File: src/hw/read_command_pkg.sv
`default_nettype none

package read_command_pkg;

	////////////////////////////////////////
	// read command fields
	////////////////////////////////////////

	// which array a command or a returned line belongs to
	typedef enum logic {
		ARRAY_OUT_DEGREE = 1'b0,
		ARRAY_EDGES_IDX  = 1'b1
	} array_sel_t;

	// vertex count of one command, up to a full line
	localparam int CHUNK_BITS = 3;

endpackage

`default_nettype wire

File: src/hw/vertex_job_pkg.sv
`default_nettype none

package vertex_job_pkg;

	////////////////////////////////////////
	// vertex and line geometry
	////////////////////////////////////////

	// one vertex entry, also the width of a vertex id
	localparam int VERTEX_BITS = 32;

	localparam int LINE_BYTES = 16;
	localparam int LINE_BITS = LINE_BYTES * 8;

	// entries carried by one returned line
	localparam int LINE_VERTICES = LINE_BITS / VERTEX_BITS;

	// byte addresses of the two arrays
	localparam int ADDRESS_BITS = 32;

	// vertex counts of a whole job
	localparam int COUNT_BITS = 32;

	////////////////////////////////////////
	// job queue
	////////////////////////////////////////

	// holds at least one full line of vertices
	localparam int VERTEX_FIFO_DEPTH = 8;

	// returned line, flat when loaded, per entry when unpacked
	// entry 0 sits in the low bits
	typedef union packed {
		logic [LINE_BITS-1:0]                        word;
		logic [LINE_VERTICES-1:0][VERTEX_BITS-1:0]   entry;
	} vertex_line_t;

endpackage

`default_nettype wire
File: src/hw/vertex_job_control.sv
`timescale 1ns/1ps
`default_nettype none

module vertex_job_control (
	input  logic                                   clock,
	input  logic                                   rstn,
	input  logic                                   job_start,
	input  logic [vertex_job_pkg::ADDRESS_BITS-1:0] job_degree_base,
	input  logic [vertex_job_pkg::ADDRESS_BITS-1:0] job_edges_base,
	input  logic [vertex_job_pkg::COUNT_BITS-1:0]   job_num_vertices,
	input  logic [vertex_job_pkg::VERTEX_BITS-1:0]  job_first_id,
	output logic                                   cmd_valid,
	output logic [vertex_job_pkg::ADDRESS_BITS-1:0] cmd_address,
	output read_command_pkg::array_sel_t           cmd_array,
	output logic [read_command_pkg::CHUNK_BITS-1:0] cmd_count,
	input  logic                                   rd_valid,
	input  read_command_pkg::array_sel_t           rd_array,
	input  vertex_job_pkg::vertex_line_t           rd_data,
	input  logic                                   vertex_request,
	output logic                                   vertex_ready,
	output logic                                   vertex_valid,
	output logic [vertex_job_pkg::VERTEX_BITS-1:0]  vertex_id,
	output logic [vertex_job_pkg::VERTEX_BITS-1:0]  vertex_out_degree,
	output logic [vertex_job_pkg::VERTEX_BITS-1:0]  vertex_edges_idx,
	output logic                                   busy
);

	import vertex_job_pkg::*;

	logic                   chunk_load;
	logic                   issue_degree;
	logic                   issue_edges;
	logic                   shift_start;
	logic                   shift_done;
	logic                   line_pair_ready;
	logic                   remaining_zero;
	logic                   fifo_empty;
	logic                   push;
	logic [VERTEX_BITS-1:0] push_id;
	logic [VERTEX_BITS-1:0] push_degree;
	logic [VERTEX_BITS-1:0] push_edges;

	vertex_job_fsm fsm (
		.clock           (clock),
		.rstn            (rstn),
		.job_start       (job_start),
		.fifo_empty      (fifo_empty),
		.remaining_zero  (remaining_zero),
		.line_pair_ready (line_pair_ready),
		.shift_done      (shift_done),
		.chunk_load      (chunk_load),
		.issue_degree    (issue_degree),
		.issue_edges     (issue_edges),
		.shift_start     (shift_start),
		.busy            (busy)
	);

	// command side
	vertex_chunk_counter counter (
		.clock            (clock),
		.rstn             (rstn),
		.chunk_load       (chunk_load),
		.issue_degree     (issue_degree),
		.issue_edges      (issue_edges),
		.job_degree_base  (job_degree_base),
		.job_edges_base   (job_edges_base),
		.job_num_vertices (job_num_vertices),
		.remaining_zero   (remaining_zero),
		.cmd_valid        (cmd_valid),
		.cmd_address      (cmd_address),
		.cmd_array        (cmd_array),
		.cmd_count        (cmd_count)
	);

	// data side
	vertex_line_unpacker unpacker (
		.clock            (clock),
		.rstn             (rstn),
		.rd_valid         (rd_valid),
		.rd_array         (rd_array),
		.rd_data          (rd_data),
		.shift_start      (shift_start),
		.job_first_id     (job_first_id),
		.job_num_vertices (job_num_vertices),
		.chunk_load       (chunk_load),
		.line_pair_ready  (line_pair_ready),
		.shift_done       (shift_done),
		.push             (push),
		.push_id          (push_id),
		.push_degree      (push_degree),
		.push_edges       (push_edges)
	);

	vertex_job_fifo job_fifo (
		.clock             (clock),
		.rstn              (rstn),
		.push              (push),
		.push_id           (push_id),
		.push_degree       (push_degree),
		.push_edges        (push_edges),
		.vertex_request    (vertex_request),
		.fifo_empty        (fifo_empty),
		.vertex_ready      (vertex_ready),
		.vertex_valid      (vertex_valid),
		.vertex_id         (vertex_id),
		.vertex_out_degree (vertex_out_degree),
		.vertex_edges_idx  (vertex_edges_idx)
	);

endmodule

`default_nettype wire

File: src/hw/vertex_job_fifo.sv
`timescale 1ns/1ps
`default_nettype none

module vertex_job_fifo (
	input  logic                                  clock,
	input  logic                                  rstn,
	input  logic                                  push,
	input  logic [vertex_job_pkg::VERTEX_BITS-1:0] push_id,
	input  logic [vertex_job_pkg::VERTEX_BITS-1:0] push_degree,
	input  logic [vertex_job_pkg::VERTEX_BITS-1:0] push_edges,
	input  logic                                  vertex_request,
	output logic                                  fifo_empty,
	output logic                                  vertex_ready,
	output logic                                  vertex_valid,
	output logic [vertex_job_pkg::VERTEX_BITS-1:0] vertex_id,
	output logic [vertex_job_pkg::VERTEX_BITS-1:0] vertex_out_degree,
	output logic [vertex_job_pkg::VERTEX_BITS-1:0] vertex_edges_idx
);

	import vertex_job_pkg::*;

	// id, degree, edge index packed into one entry
	logic [3*VERTEX_BITS-1:0]                  mem [VERTEX_FIFO_DEPTH];
	logic [$clog2(VERTEX_FIFO_DEPTH)-1:0]      wr_ptr;
	logic [$clog2(VERTEX_FIFO_DEPTH)-1:0]      rd_ptr;
	logic [$clog2(VERTEX_FIFO_DEPTH+1)-1:0]    count;
	logic                                      pop;
	logic                                      full;

	assign fifo_empty   = (count == '0);
	assign vertex_ready = !fifo_empty;
	assign full         = (count == VERTEX_FIFO_DEPTH);
	assign pop          = vertex_request && vertex_ready;

	always_ff @(posedge clock or negedge rstn) begin
		if (!rstn) begin
			wr_ptr       <= '0;
			rd_ptr       <= '0;
			count        <= '0;
			vertex_valid <= 1'b0;
		end else begin
			vertex_valid <= pop;
			if (push) begin
				wr_ptr <= wr_ptr + 1'b1;
			end
			if (pop) begin
				rd_ptr <= rd_ptr + 1'b1;
			end
			if (push && !pop) begin
				count <= count + 1'b1;
			end else if (pop && !push) begin
				count <= count - 1'b1;
			end
		end
	end

	always_ff @(posedge clock) begin
		if (push) begin
			mem[wr_ptr] <= {push_id, push_degree, push_edges};
		end
		if (pop) begin
			{vertex_id, vertex_out_degree, vertex_edges_idx} <= mem[rd_ptr];
		end
	end

	// unpacker never outruns the queue, consumer never pops air
	no_push_full: assert property (@(posedge clock) disable iff (!rstn)
		push |-> !full);
	no_pop_empty: assert property (@(posedge clock) disable iff (!rstn)
		vertex_request |-> vertex_ready);

endmodule

`default_nettype wire

File: src/hw/vertex_line_unpacker.sv
`timescale 1ns/1ps
`default_nettype none

module vertex_line_unpacker (
	input  logic                                   clock,
	input  logic                                   rstn,
	input  logic                                   rd_valid,
	input  read_command_pkg::array_sel_t           rd_array,
	input  vertex_job_pkg::vertex_line_t           rd_data,
	input  logic                                   shift_start,
	input  logic [vertex_job_pkg::VERTEX_BITS-1:0]  job_first_id,
	input  logic [vertex_job_pkg::COUNT_BITS-1:0]   job_num_vertices,
	input  logic                                   chunk_load,
	output logic                                   line_pair_ready,
	output logic                                   shift_done,
	output logic                                   push,
	output logic [vertex_job_pkg::VERTEX_BITS-1:0]  push_id,
	output logic [vertex_job_pkg::VERTEX_BITS-1:0]  push_degree,
	output logic [vertex_job_pkg::VERTEX_BITS-1:0]  push_edges
);

	import vertex_job_pkg::*;
	import read_command_pkg::*;

	vertex_line_t            degree_line;
	vertex_line_t            edges_line;
	logic                    degree_ready;
	logic                    edges_ready;
	logic [COUNT_BITS-1:0]   remaining;
	logic [CHUNK_BITS-1:0]   chunk;
	logic [CHUNK_BITS-1:0]   shift_left;
	logic [VERTEX_BITS-1:0]  id_counter;

	assign line_pair_ready = degree_ready && edges_ready;

	// same chunk rule as the command side
	assign chunk = (remaining > COUNT_BITS'(LINE_VERTICES)) ?
		CHUNK_BITS'(LINE_VERTICES) : remaining[CHUNK_BITS-1:0];

	////////////////////////////////////////
	// line capture
	////////////////////////////////////////

	always_ff @(posedge clock) begin
		if (rd_valid && rd_array == ARRAY_OUT_DEGREE) begin
			degree_line.word <= rd_data.word;
		end else if (shift_left != '0) begin
			degree_line.word <= degree_line.word >> VERTEX_BITS;
		end
		if (rd_valid && rd_array == ARRAY_EDGES_IDX) begin
			edges_line.word <= rd_data.word;
		end else if (shift_left != '0) begin
			edges_line.word <= edges_line.word >> VERTEX_BITS;
		end
	end

	always_ff @(posedge clock or negedge rstn) begin
		if (!rstn) begin
			degree_ready <= 1'b0;
			edges_ready  <= 1'b0;
		end else if (shift_start) begin
			degree_ready <= 1'b0;
			edges_ready  <= 1'b0;
		end else if (rd_valid) begin
			degree_ready <= degree_ready || (rd_array == ARRAY_OUT_DEGREE);
			edges_ready  <= edges_ready || (rd_array == ARRAY_EDGES_IDX);
		end
	end

	////////////////////////////////////////
	// shift out, one vertex per cycle
	////////////////////////////////////////

	always_ff @(posedge clock or negedge rstn) begin
		if (!rstn) begin
			remaining  <= '0;
			shift_left <= '0;
			push       <= 1'b0;
			shift_done <= 1'b0;
		end else begin
			push       <= (shift_left != '0);
			shift_done <= (shift_left == CHUNK_BITS'(1));
			if (chunk_load) begin
				remaining <= job_num_vertices;
			end else if (shift_start) begin
				remaining  <= remaining - COUNT_BITS'(chunk);
				shift_left <= chunk;
			end else if (shift_left != '0) begin
				shift_left <= shift_left - 1'b1;
			end
		end
	end

	always_ff @(posedge clock) begin
		if (chunk_load) begin
			id_counter <= job_first_id;
		end else if (shift_left != '0) begin
			id_counter <= id_counter + 1'b1;
		end
		// entry 0 is always the next vertex
		push_id     <= id_counter;
		push_degree <= degree_line.entry[0];
		push_edges  <= edges_line.entry[0];
	end

endmodule

`default_nettype wire

File: src/hw/vertex_chunk_counter.sv
`timescale 1ns/1ps
`default_nettype none

module vertex_chunk_counter (
	input  logic                                   clock,
	input  logic                                   rstn,
	input  logic                                   chunk_load,
	input  logic                                   issue_degree,
	input  logic                                   issue_edges,
	input  logic [vertex_job_pkg::ADDRESS_BITS-1:0] job_degree_base,
	input  logic [vertex_job_pkg::ADDRESS_BITS-1:0] job_edges_base,
	input  logic [vertex_job_pkg::COUNT_BITS-1:0]   job_num_vertices,
	output logic                                   remaining_zero,
	output logic                                   cmd_valid,
	output logic [vertex_job_pkg::ADDRESS_BITS-1:0] cmd_address,
	output read_command_pkg::array_sel_t           cmd_array,
	output logic [read_command_pkg::CHUNK_BITS-1:0] cmd_count
);

	import vertex_job_pkg::*;
	import read_command_pkg::*;

	logic [ADDRESS_BITS-1:0] degree_base;
	logic [ADDRESS_BITS-1:0] edges_base;
	logic [COUNT_BITS-1:0]   remaining;
	logic [ADDRESS_BITS-1:0] offset;
	logic [CHUNK_BITS-1:0]   chunk;

	// full line, or whatever is left for the last one
	assign chunk = (remaining > COUNT_BITS'(LINE_VERTICES)) ?
		CHUNK_BITS'(LINE_VERTICES) : remaining[CHUNK_BITS-1:0];
	assign remaining_zero = (remaining == '0);

	always_ff @(posedge clock) begin
		if (chunk_load) begin
			degree_base <= job_degree_base;
			edges_base  <= job_edges_base;
		end
	end

	always_ff @(posedge clock or negedge rstn) begin
		if (!rstn) begin
			remaining <= '0;
			offset    <= '0;
			cmd_valid <= 1'b0;
		end else begin
			cmd_valid <= issue_degree || issue_edges;
			if (chunk_load) begin
				remaining <= job_num_vertices;
				offset    <= '0;
			end else if (issue_edges) begin
				remaining <= remaining - COUNT_BITS'(chunk);
				offset    <= offset + ADDRESS_BITS'(LINE_BYTES);
			end
		end
	end

	// command payload
	always_ff @(posedge clock) begin
		if (issue_degree || issue_edges) begin
			cmd_address <= (issue_degree ? degree_base : edges_base) + offset;
			cmd_array   <= issue_degree ? ARRAY_OUT_DEGREE : ARRAY_EDGES_IDX;
			cmd_count   <= chunk;
		end
	end

endmodule

`default_nettype wire

File: src/hw/vertex_job_fsm.sv
`timescale 1ns/1ps
`default_nettype none

module vertex_job_fsm (
	input  logic clock,
	input  logic rstn,
	input  logic job_start,
	input  logic fifo_empty,
	input  logic remaining_zero,
	input  logic line_pair_ready,
	input  logic shift_done,
	output logic chunk_load,
	output logic issue_degree,
	output logic issue_edges,
	output logic shift_start,
	output logic busy
);

	typedef enum logic [2:0] {
		ST_IDLE,
		ST_LOAD,
		ST_WAIT_EMPTY,
		ST_ISSUE_DEGREE,
		ST_ISSUE_EDGES,
		ST_WAIT_DATA,
		ST_SHIFT
	} job_state_t;

	job_state_t state;
	job_state_t next_state;

	always_ff @(posedge clock or negedge rstn) begin
		if (!rstn) begin
			state <= ST_IDLE;
		end else begin
			state <= next_state;
		end
	end

	always_comb begin
		next_state = state;
		case (state)
			ST_IDLE: begin
				if (job_start) begin
					next_state = ST_LOAD;
				end
			end
			// counter holds the new job here
			ST_LOAD: begin
				if (remaining_zero) begin
					next_state = ST_IDLE;
				end else if (fifo_empty) begin
					next_state = ST_ISSUE_DEGREE;
				end else begin
					next_state = ST_WAIT_EMPTY;
				end
			end
			ST_WAIT_EMPTY: begin
				if (fifo_empty) begin
					next_state = ST_ISSUE_DEGREE;
				end
			end
			ST_ISSUE_DEGREE: next_state = ST_ISSUE_EDGES;
			ST_ISSUE_EDGES:  next_state = ST_WAIT_DATA;
			ST_WAIT_DATA: begin
				if (line_pair_ready) begin
					next_state = ST_SHIFT;
				end
			end
			ST_SHIFT: begin
				if (shift_done) begin
					next_state = remaining_zero ? ST_IDLE : ST_WAIT_EMPTY;
				end
			end
			default: next_state = ST_IDLE;
		endcase
	end

	assign chunk_load   = (state == ST_IDLE) && job_start;
	assign issue_degree = (state == ST_ISSUE_DEGREE);
	assign issue_edges  = (state == ST_ISSUE_EDGES);
	assign shift_start  = (state == ST_WAIT_DATA) && line_pair_ready;
	assign busy         = (state != ST_IDLE);

	////////////////////////////////////////
	// checks
	////////////////////////////////////////

	// a new job only while the previous one is finished
	job_start_idle: assert property (@(posedge clock) disable iff (!rstn)
		job_start |-> !busy);

endmodule

`default_nettype wire

File: config.mk
export PLATFORM = sky130hd
export DESIGN_NAME = vertex_job_control
export DESIGN_NICKNAME = d
export VERILOG_FILES = /design/src/hw/read_command_pkg.sv /design/src/hw/vertex_job_pkg.sv /design/src/hw/vertex_job_control.sv /design/src/hw/vertex_job_fifo.sv /design/src/hw/vertex_line_unpacker.sv /design/src/hw/vertex_chunk_counter.sv /design/src/hw/vertex_job_fsm.sv
export SDC_FILE = /design/constraint.sdc
export NUM_CORES = 2
export LEC_CHECK = 0
export BUFFER_PORTS_ARGS = -buffer_cell sky130_fd_sc_hd__clkbuf_2
export CORE_ASPECT_RATIO = 2
export CORE_UTILIZATION = 52
export DETAILED_ROUTE_END_ITERATION = 10
export PLACE_DENSITY = 0.7
export SYNTH_ARGS = -nofsm -noshare
export SYNTH_HDL_FRONTEND = slang
export SYNTH_HIERARCHICAL = 1
export SYNTH_SLANG_ARGS = --single-unit
File: constraint.sdc
create_clock -name clock -period 11.1 [get_ports clock]
set_input_delay 1.665 -clock clock [delete_from_list [all_inputs] [get_ports clock]]
set_output_delay 1.665 -clock clock [all_outputs]
set_load 0.005 [all_outputs]
==> flow_metrics.py <==
metrics = {
    "logic_synthesis": {
        "synth_xor_area_frac": 0.0169,
        "synthMuxAreaShare": 0.142,
        "synth_top_area_share": 0.660,
        "syn_inst": 3086,
        "ys_ff_latch": 1462,
        "yosysWarningCount": 6,
        "synth_cell_type_count": 77,
        "synth_compound_area_frac": 0.0258,
        "synthTopCellsByArea": "edfxtp_1, mux4_2, mux2_2",
        "syn-cell-area_sq_um": 57000,
        "synth_simple_gate_area_frac": 0.0488,
        "syn_area_per_cell_sq_um": 18.5,
        "synth-adder-area-share": 0.00913,
        "ys_seq_area_frac": 0.743,
        "synth_top_family_by_area": "multiplexers",
        "synth_edf_count": 1252,
        "yosysTopAreaCell": "edfxtp_1",
        "synth-main-ff-cell": "edfxtp_1",
        "synthArstFlopShare": 0.0780,
    },
    "clock_tree": {
        "clk_pin_slew_worst_paths_ns": 0.07,
        "worst_skew_pair.late_latency_ns": 0.74,
        "clock_path_buffers": 3,
        "post_cts_buffers": 0,
        "cts_resized": 0,
        "cts_tree": "built",
        "numCtsBuffers": 120,
        "hold_buffers": 0,
        "cts.sinks": 1462,
        "root_buffer": "clkbuf_16",
        "htree_num_levels": 3,
    },
    "setup_path": {
        "reg2reg_from": "fsm/state[0]",
        "cp.arrival_ns": 4.84,
        "path_buf_inv": 1,
        "cp-start-kind": "register",
        "reg2reg_to": "counter/cmd_address[30]",
        "endpoint_kind": "register",
        "cp.required_ns": 11.58,
        "criticalPathCategory": "reg2reg",
        "max_stage_delay_ns": 0.55,
        "cpMaxStageDelayCell": "a221oi_1",
        "worstPathCellList": "nand2_1 -> nor2_4 -> buf_4 -> mux2_2 -> ha_1 -> nand2_1 -> nor2_1 -> a221oi_1 -> a2111oi_0 -> o31ai_1 -> a21oi_1 -> o221a_2 -> xor2_1",
        "critPathMostFrequentCell": "nand2_1",
        "r2r_cells": 13,
        "critPathTopFamily": "compound AO/OA/AOI/OAI gates",
        "critical_path_peak_fanout": 36,
        "r2r_setup_slack_ns": 6.74,
    },
    "job": {
        "maxCapViolCount": 0,
    },
    "power": {
        "p_leak_nw": 23.2,
        "ir_worst_vdd_v": 0.000219,
        "total_power_mw": 18.8,
        "powerDensity_nw_per_um2": 290,
    },
    "die": {
        "die_x_microns": 236,
        "pin_count": 398,
        "start_util": 0.524,
        "core_sq_um": 109000,
        "rows": 171,
        "die_h_microns": 470,
        "die-area_sq_um": 111000,
    },
    "grt": {
        "grt.overflow.total": 0,
        "grtUsageTotal": 0.215,
        "grt_pass1_vias": 29500,
        "antenna_found_initial": 49,
        "grt_pass1_wl_microns": 178000,
        "grt_max_degree": 107,
    },
    "sta": {
        "tightest_slew_ns": 1.17,
        "hold_violations": 0,
        "timing.fmax_ghz": 0.230,
        "drv_slew": 0,
        "fin_ws_ns": 6.74,
        "fin_tns_setup_ns": 0,
        "fin_worst_skew_ns": 0.0416,
        "relSlewSlack": 0.201,
        "finalCritPeriodShare": 0.392,
        "rsz0062_at_grt": "false",
        "period_needed_ns": 4.36,
        "setup_viol": 0,
    },
    "detailed_routing": {
        "firstDrtPassIters": 7,
        "vias": 28600,
        "wl_met2_microns": 59100,
        "post_drt_wl_per_cell_microns": 23.7,
        "vias_per_cell": 5.70,
        "wl_met3_microns": 9570,
        "drcViolationCount": 0,
        "highest_layer": "met5",
        "drt_iter0_drc": 1810,
        "wl_met1_microns": 46100,
        "wl_microns": 119000,
        "final_antenna_net_count": 0,
    },
    "final_layout": {
        "fillCellCount": 8065,
        "fin_nets": 3820,
        "area_growth_pct": 13.6,
        "seq_area_sq_um": 42400,
        "multi_input_area_sq_um": 13900,
        "final_layout_size_suffix_gt1_frac": 0.328,
    },
    "hold_path": {
        "min_path_type": "reg2reg",
        "hold_end": "unpacker/push_degree[29]",
        "hold_start": "unpacker/degree_line[29]",
        "hold_depth": 0,
    },
    "placed_design": {
        "port_buffers": 397,
        "globalplace.congestion": 1.01,
        "dpl_worst_slack_ns": 6.43,
        "hpwl_microns": 73100,
    },
    "status": {
        "status": "complete, no violations",
    },
}
==> worst max path at each step <==
stage,from,slack (ns),cells past startpoint,to
after floorplan,job_fifo/wr_ptr[2],3.36,2,job_fifo/mem[0][0]
final,fsm/state[0],6.74,13,counter/cmd_address[30]
after CTS,fsm/state[0],6.77,13,counter/cmd_address[30]
after detailed placement,rd_valid,6.43,4,unpacker/edges_line[8]
after global routing,fsm/state[0],6.55,14,counter/cmd_address[29]
after global placement,rd_valid,6.47,4,unpacker/edges_line[8]
==> layout make-up <==
type,count,area share
antenna,13,0.000503
multi-input combinational,1457,0.215
clock inverter,75,0.0151
timing repair buffer,442,0.0359
tap,1384,0.0267
sequential,1462,0.655
inverter,34,0.00205
clock buffer,153,0.0498
==> logic make-up (layout without fill, tap and decap cells) <==
logic type,count (synthesis),in the layout
flops,1462,1462
simple gates,544,544
other cells,2,16
mux,526,526
xor+xnor,110,110
buf+inv,168,704
fa+ha+maj,41,41
compound gates,233,233
==> routing by layer <==
metal	global-route usage	vias to the layer above
met5	0	-
met4	0.0758	64
met3	0.0654	246
met2	0.363	850
met1	0.261	14500
li1	-	13000
==> state kept, by name, indices dropped and copies added (netlist names), 4 cells and up <==
name and cells:
job_fifo/vertex_id 32, counter/remaining 32, unpacker/push_degree 32, unpacker/degree_line 128, job_fifo/count 4, counter/edges_base 32, unpacker/push_id 32, unpacker/id_counter 32
counter/offset 28, unpacker/remaining 32, job_fifo/mem 768, unpacker/push_edges 32, job_fifo/vertex_edges_idx 32, counter/degree_base 32, counter/cmd_address 32, job_fifo/vertex_out_degree 32
unpacker/edges_line 128
==> through the flow <==
| step | area [sq um] | std cells | hold slack (ns) | util |
|---|---|---|---|---|
| 2_1_floorplan | 57000 | 3087 | 0.323 | - |
| 3_3_place_gp | 60500 | 4779 | 0.327 | 0.557 |
| 3_5_place_dp | 60500 | 4779 | 0.327 | 0.557 |
| 4_1_cts | 64700 | 5007 | 0.341 | 0.595 |
| 5_1_grt | 64700 | 5011 | 0.348 | 0.595 |
| 6_report | 64700 | 5020 | 0.339 | 0.596 |
==> worst register-to-register path: stages (launching register included) <==
cell and delay, ns:
dfrtp_1 0.51, nand2_1 0.15, nor2_4 0.09, buf_4 0.42, mux2_2 0.44, ha_1 0.38, nand2_1 0.15, nor2_1 0.06
a221oi_1 0.55, a2111oi_0 0.21, o31ai_1 0.44, a21oi_1 0.26, o221a_2 0.31, xor2_1 0.14
==> power by group <==
group	internal (mW)	leakage (nW)	switching [mW]
Combinational	2.00	6.80	2.31
Clock	2.52	2.03	1.96
Sequential	8.85	14.3	1.14
Total	13.4	23.2	5.41
==> layout by cell type, fill, tap and decap left out, types with 13 or more instances in the layout <==
cell,instances
edfxtp_1,1252
clkbuf_2,396
mux2_2,324
mux4_2,192
nand2_1,148
clkbuf_16,120
dfrtp_1,111
dfxtp_1,96
nor2_1,94
o21ai_0,87
xnor2_1,62
and3_1,49
xor2_1,48
buf_4,46
a21oi_1,42
ha_1,40
nand3_1,39
and2_1,36
inv_1,32
nor3_1,31
clkbuf_1,23
or3_1,20
bufinv_16,19
nor4_1,19
clkinv_2,18
nand4_1,18
or4_1,18
a31oi_1,14
diode_2,13
nor2b_1,13
==> cell usage after synthesis, drive strengths merged (13+ instances only) <==
| library cell | instances |
|---|---|
| a21oi | 42 |
| nor3 | 33 |
| mux2 | 325 |
| dfxtp | 96 |
| o21ai | 90 |
| nand2 | 152 |
| nand4 | 18 |
| dfrtp | 114 |
| or4 | 20 |
| nand3 | 39 |
| nor4 | 20 |
| buf | 62 |
| nand2b | 13 |
| mux4 | 192 |
| nor2 | 103 |
| a31oi | 14 |
| or3 | 23 |
| nor2b | 14 |
| and3 | 49 |
| ha | 40 |
| and2 | 36 |
| clkbuf | 72 |
| xnor2 | 62 |
| edfxtp | 1252 |
| inv | 33 |
| xor2 | 48 |
Note: power is estimated with default switching activity, not from simulation.
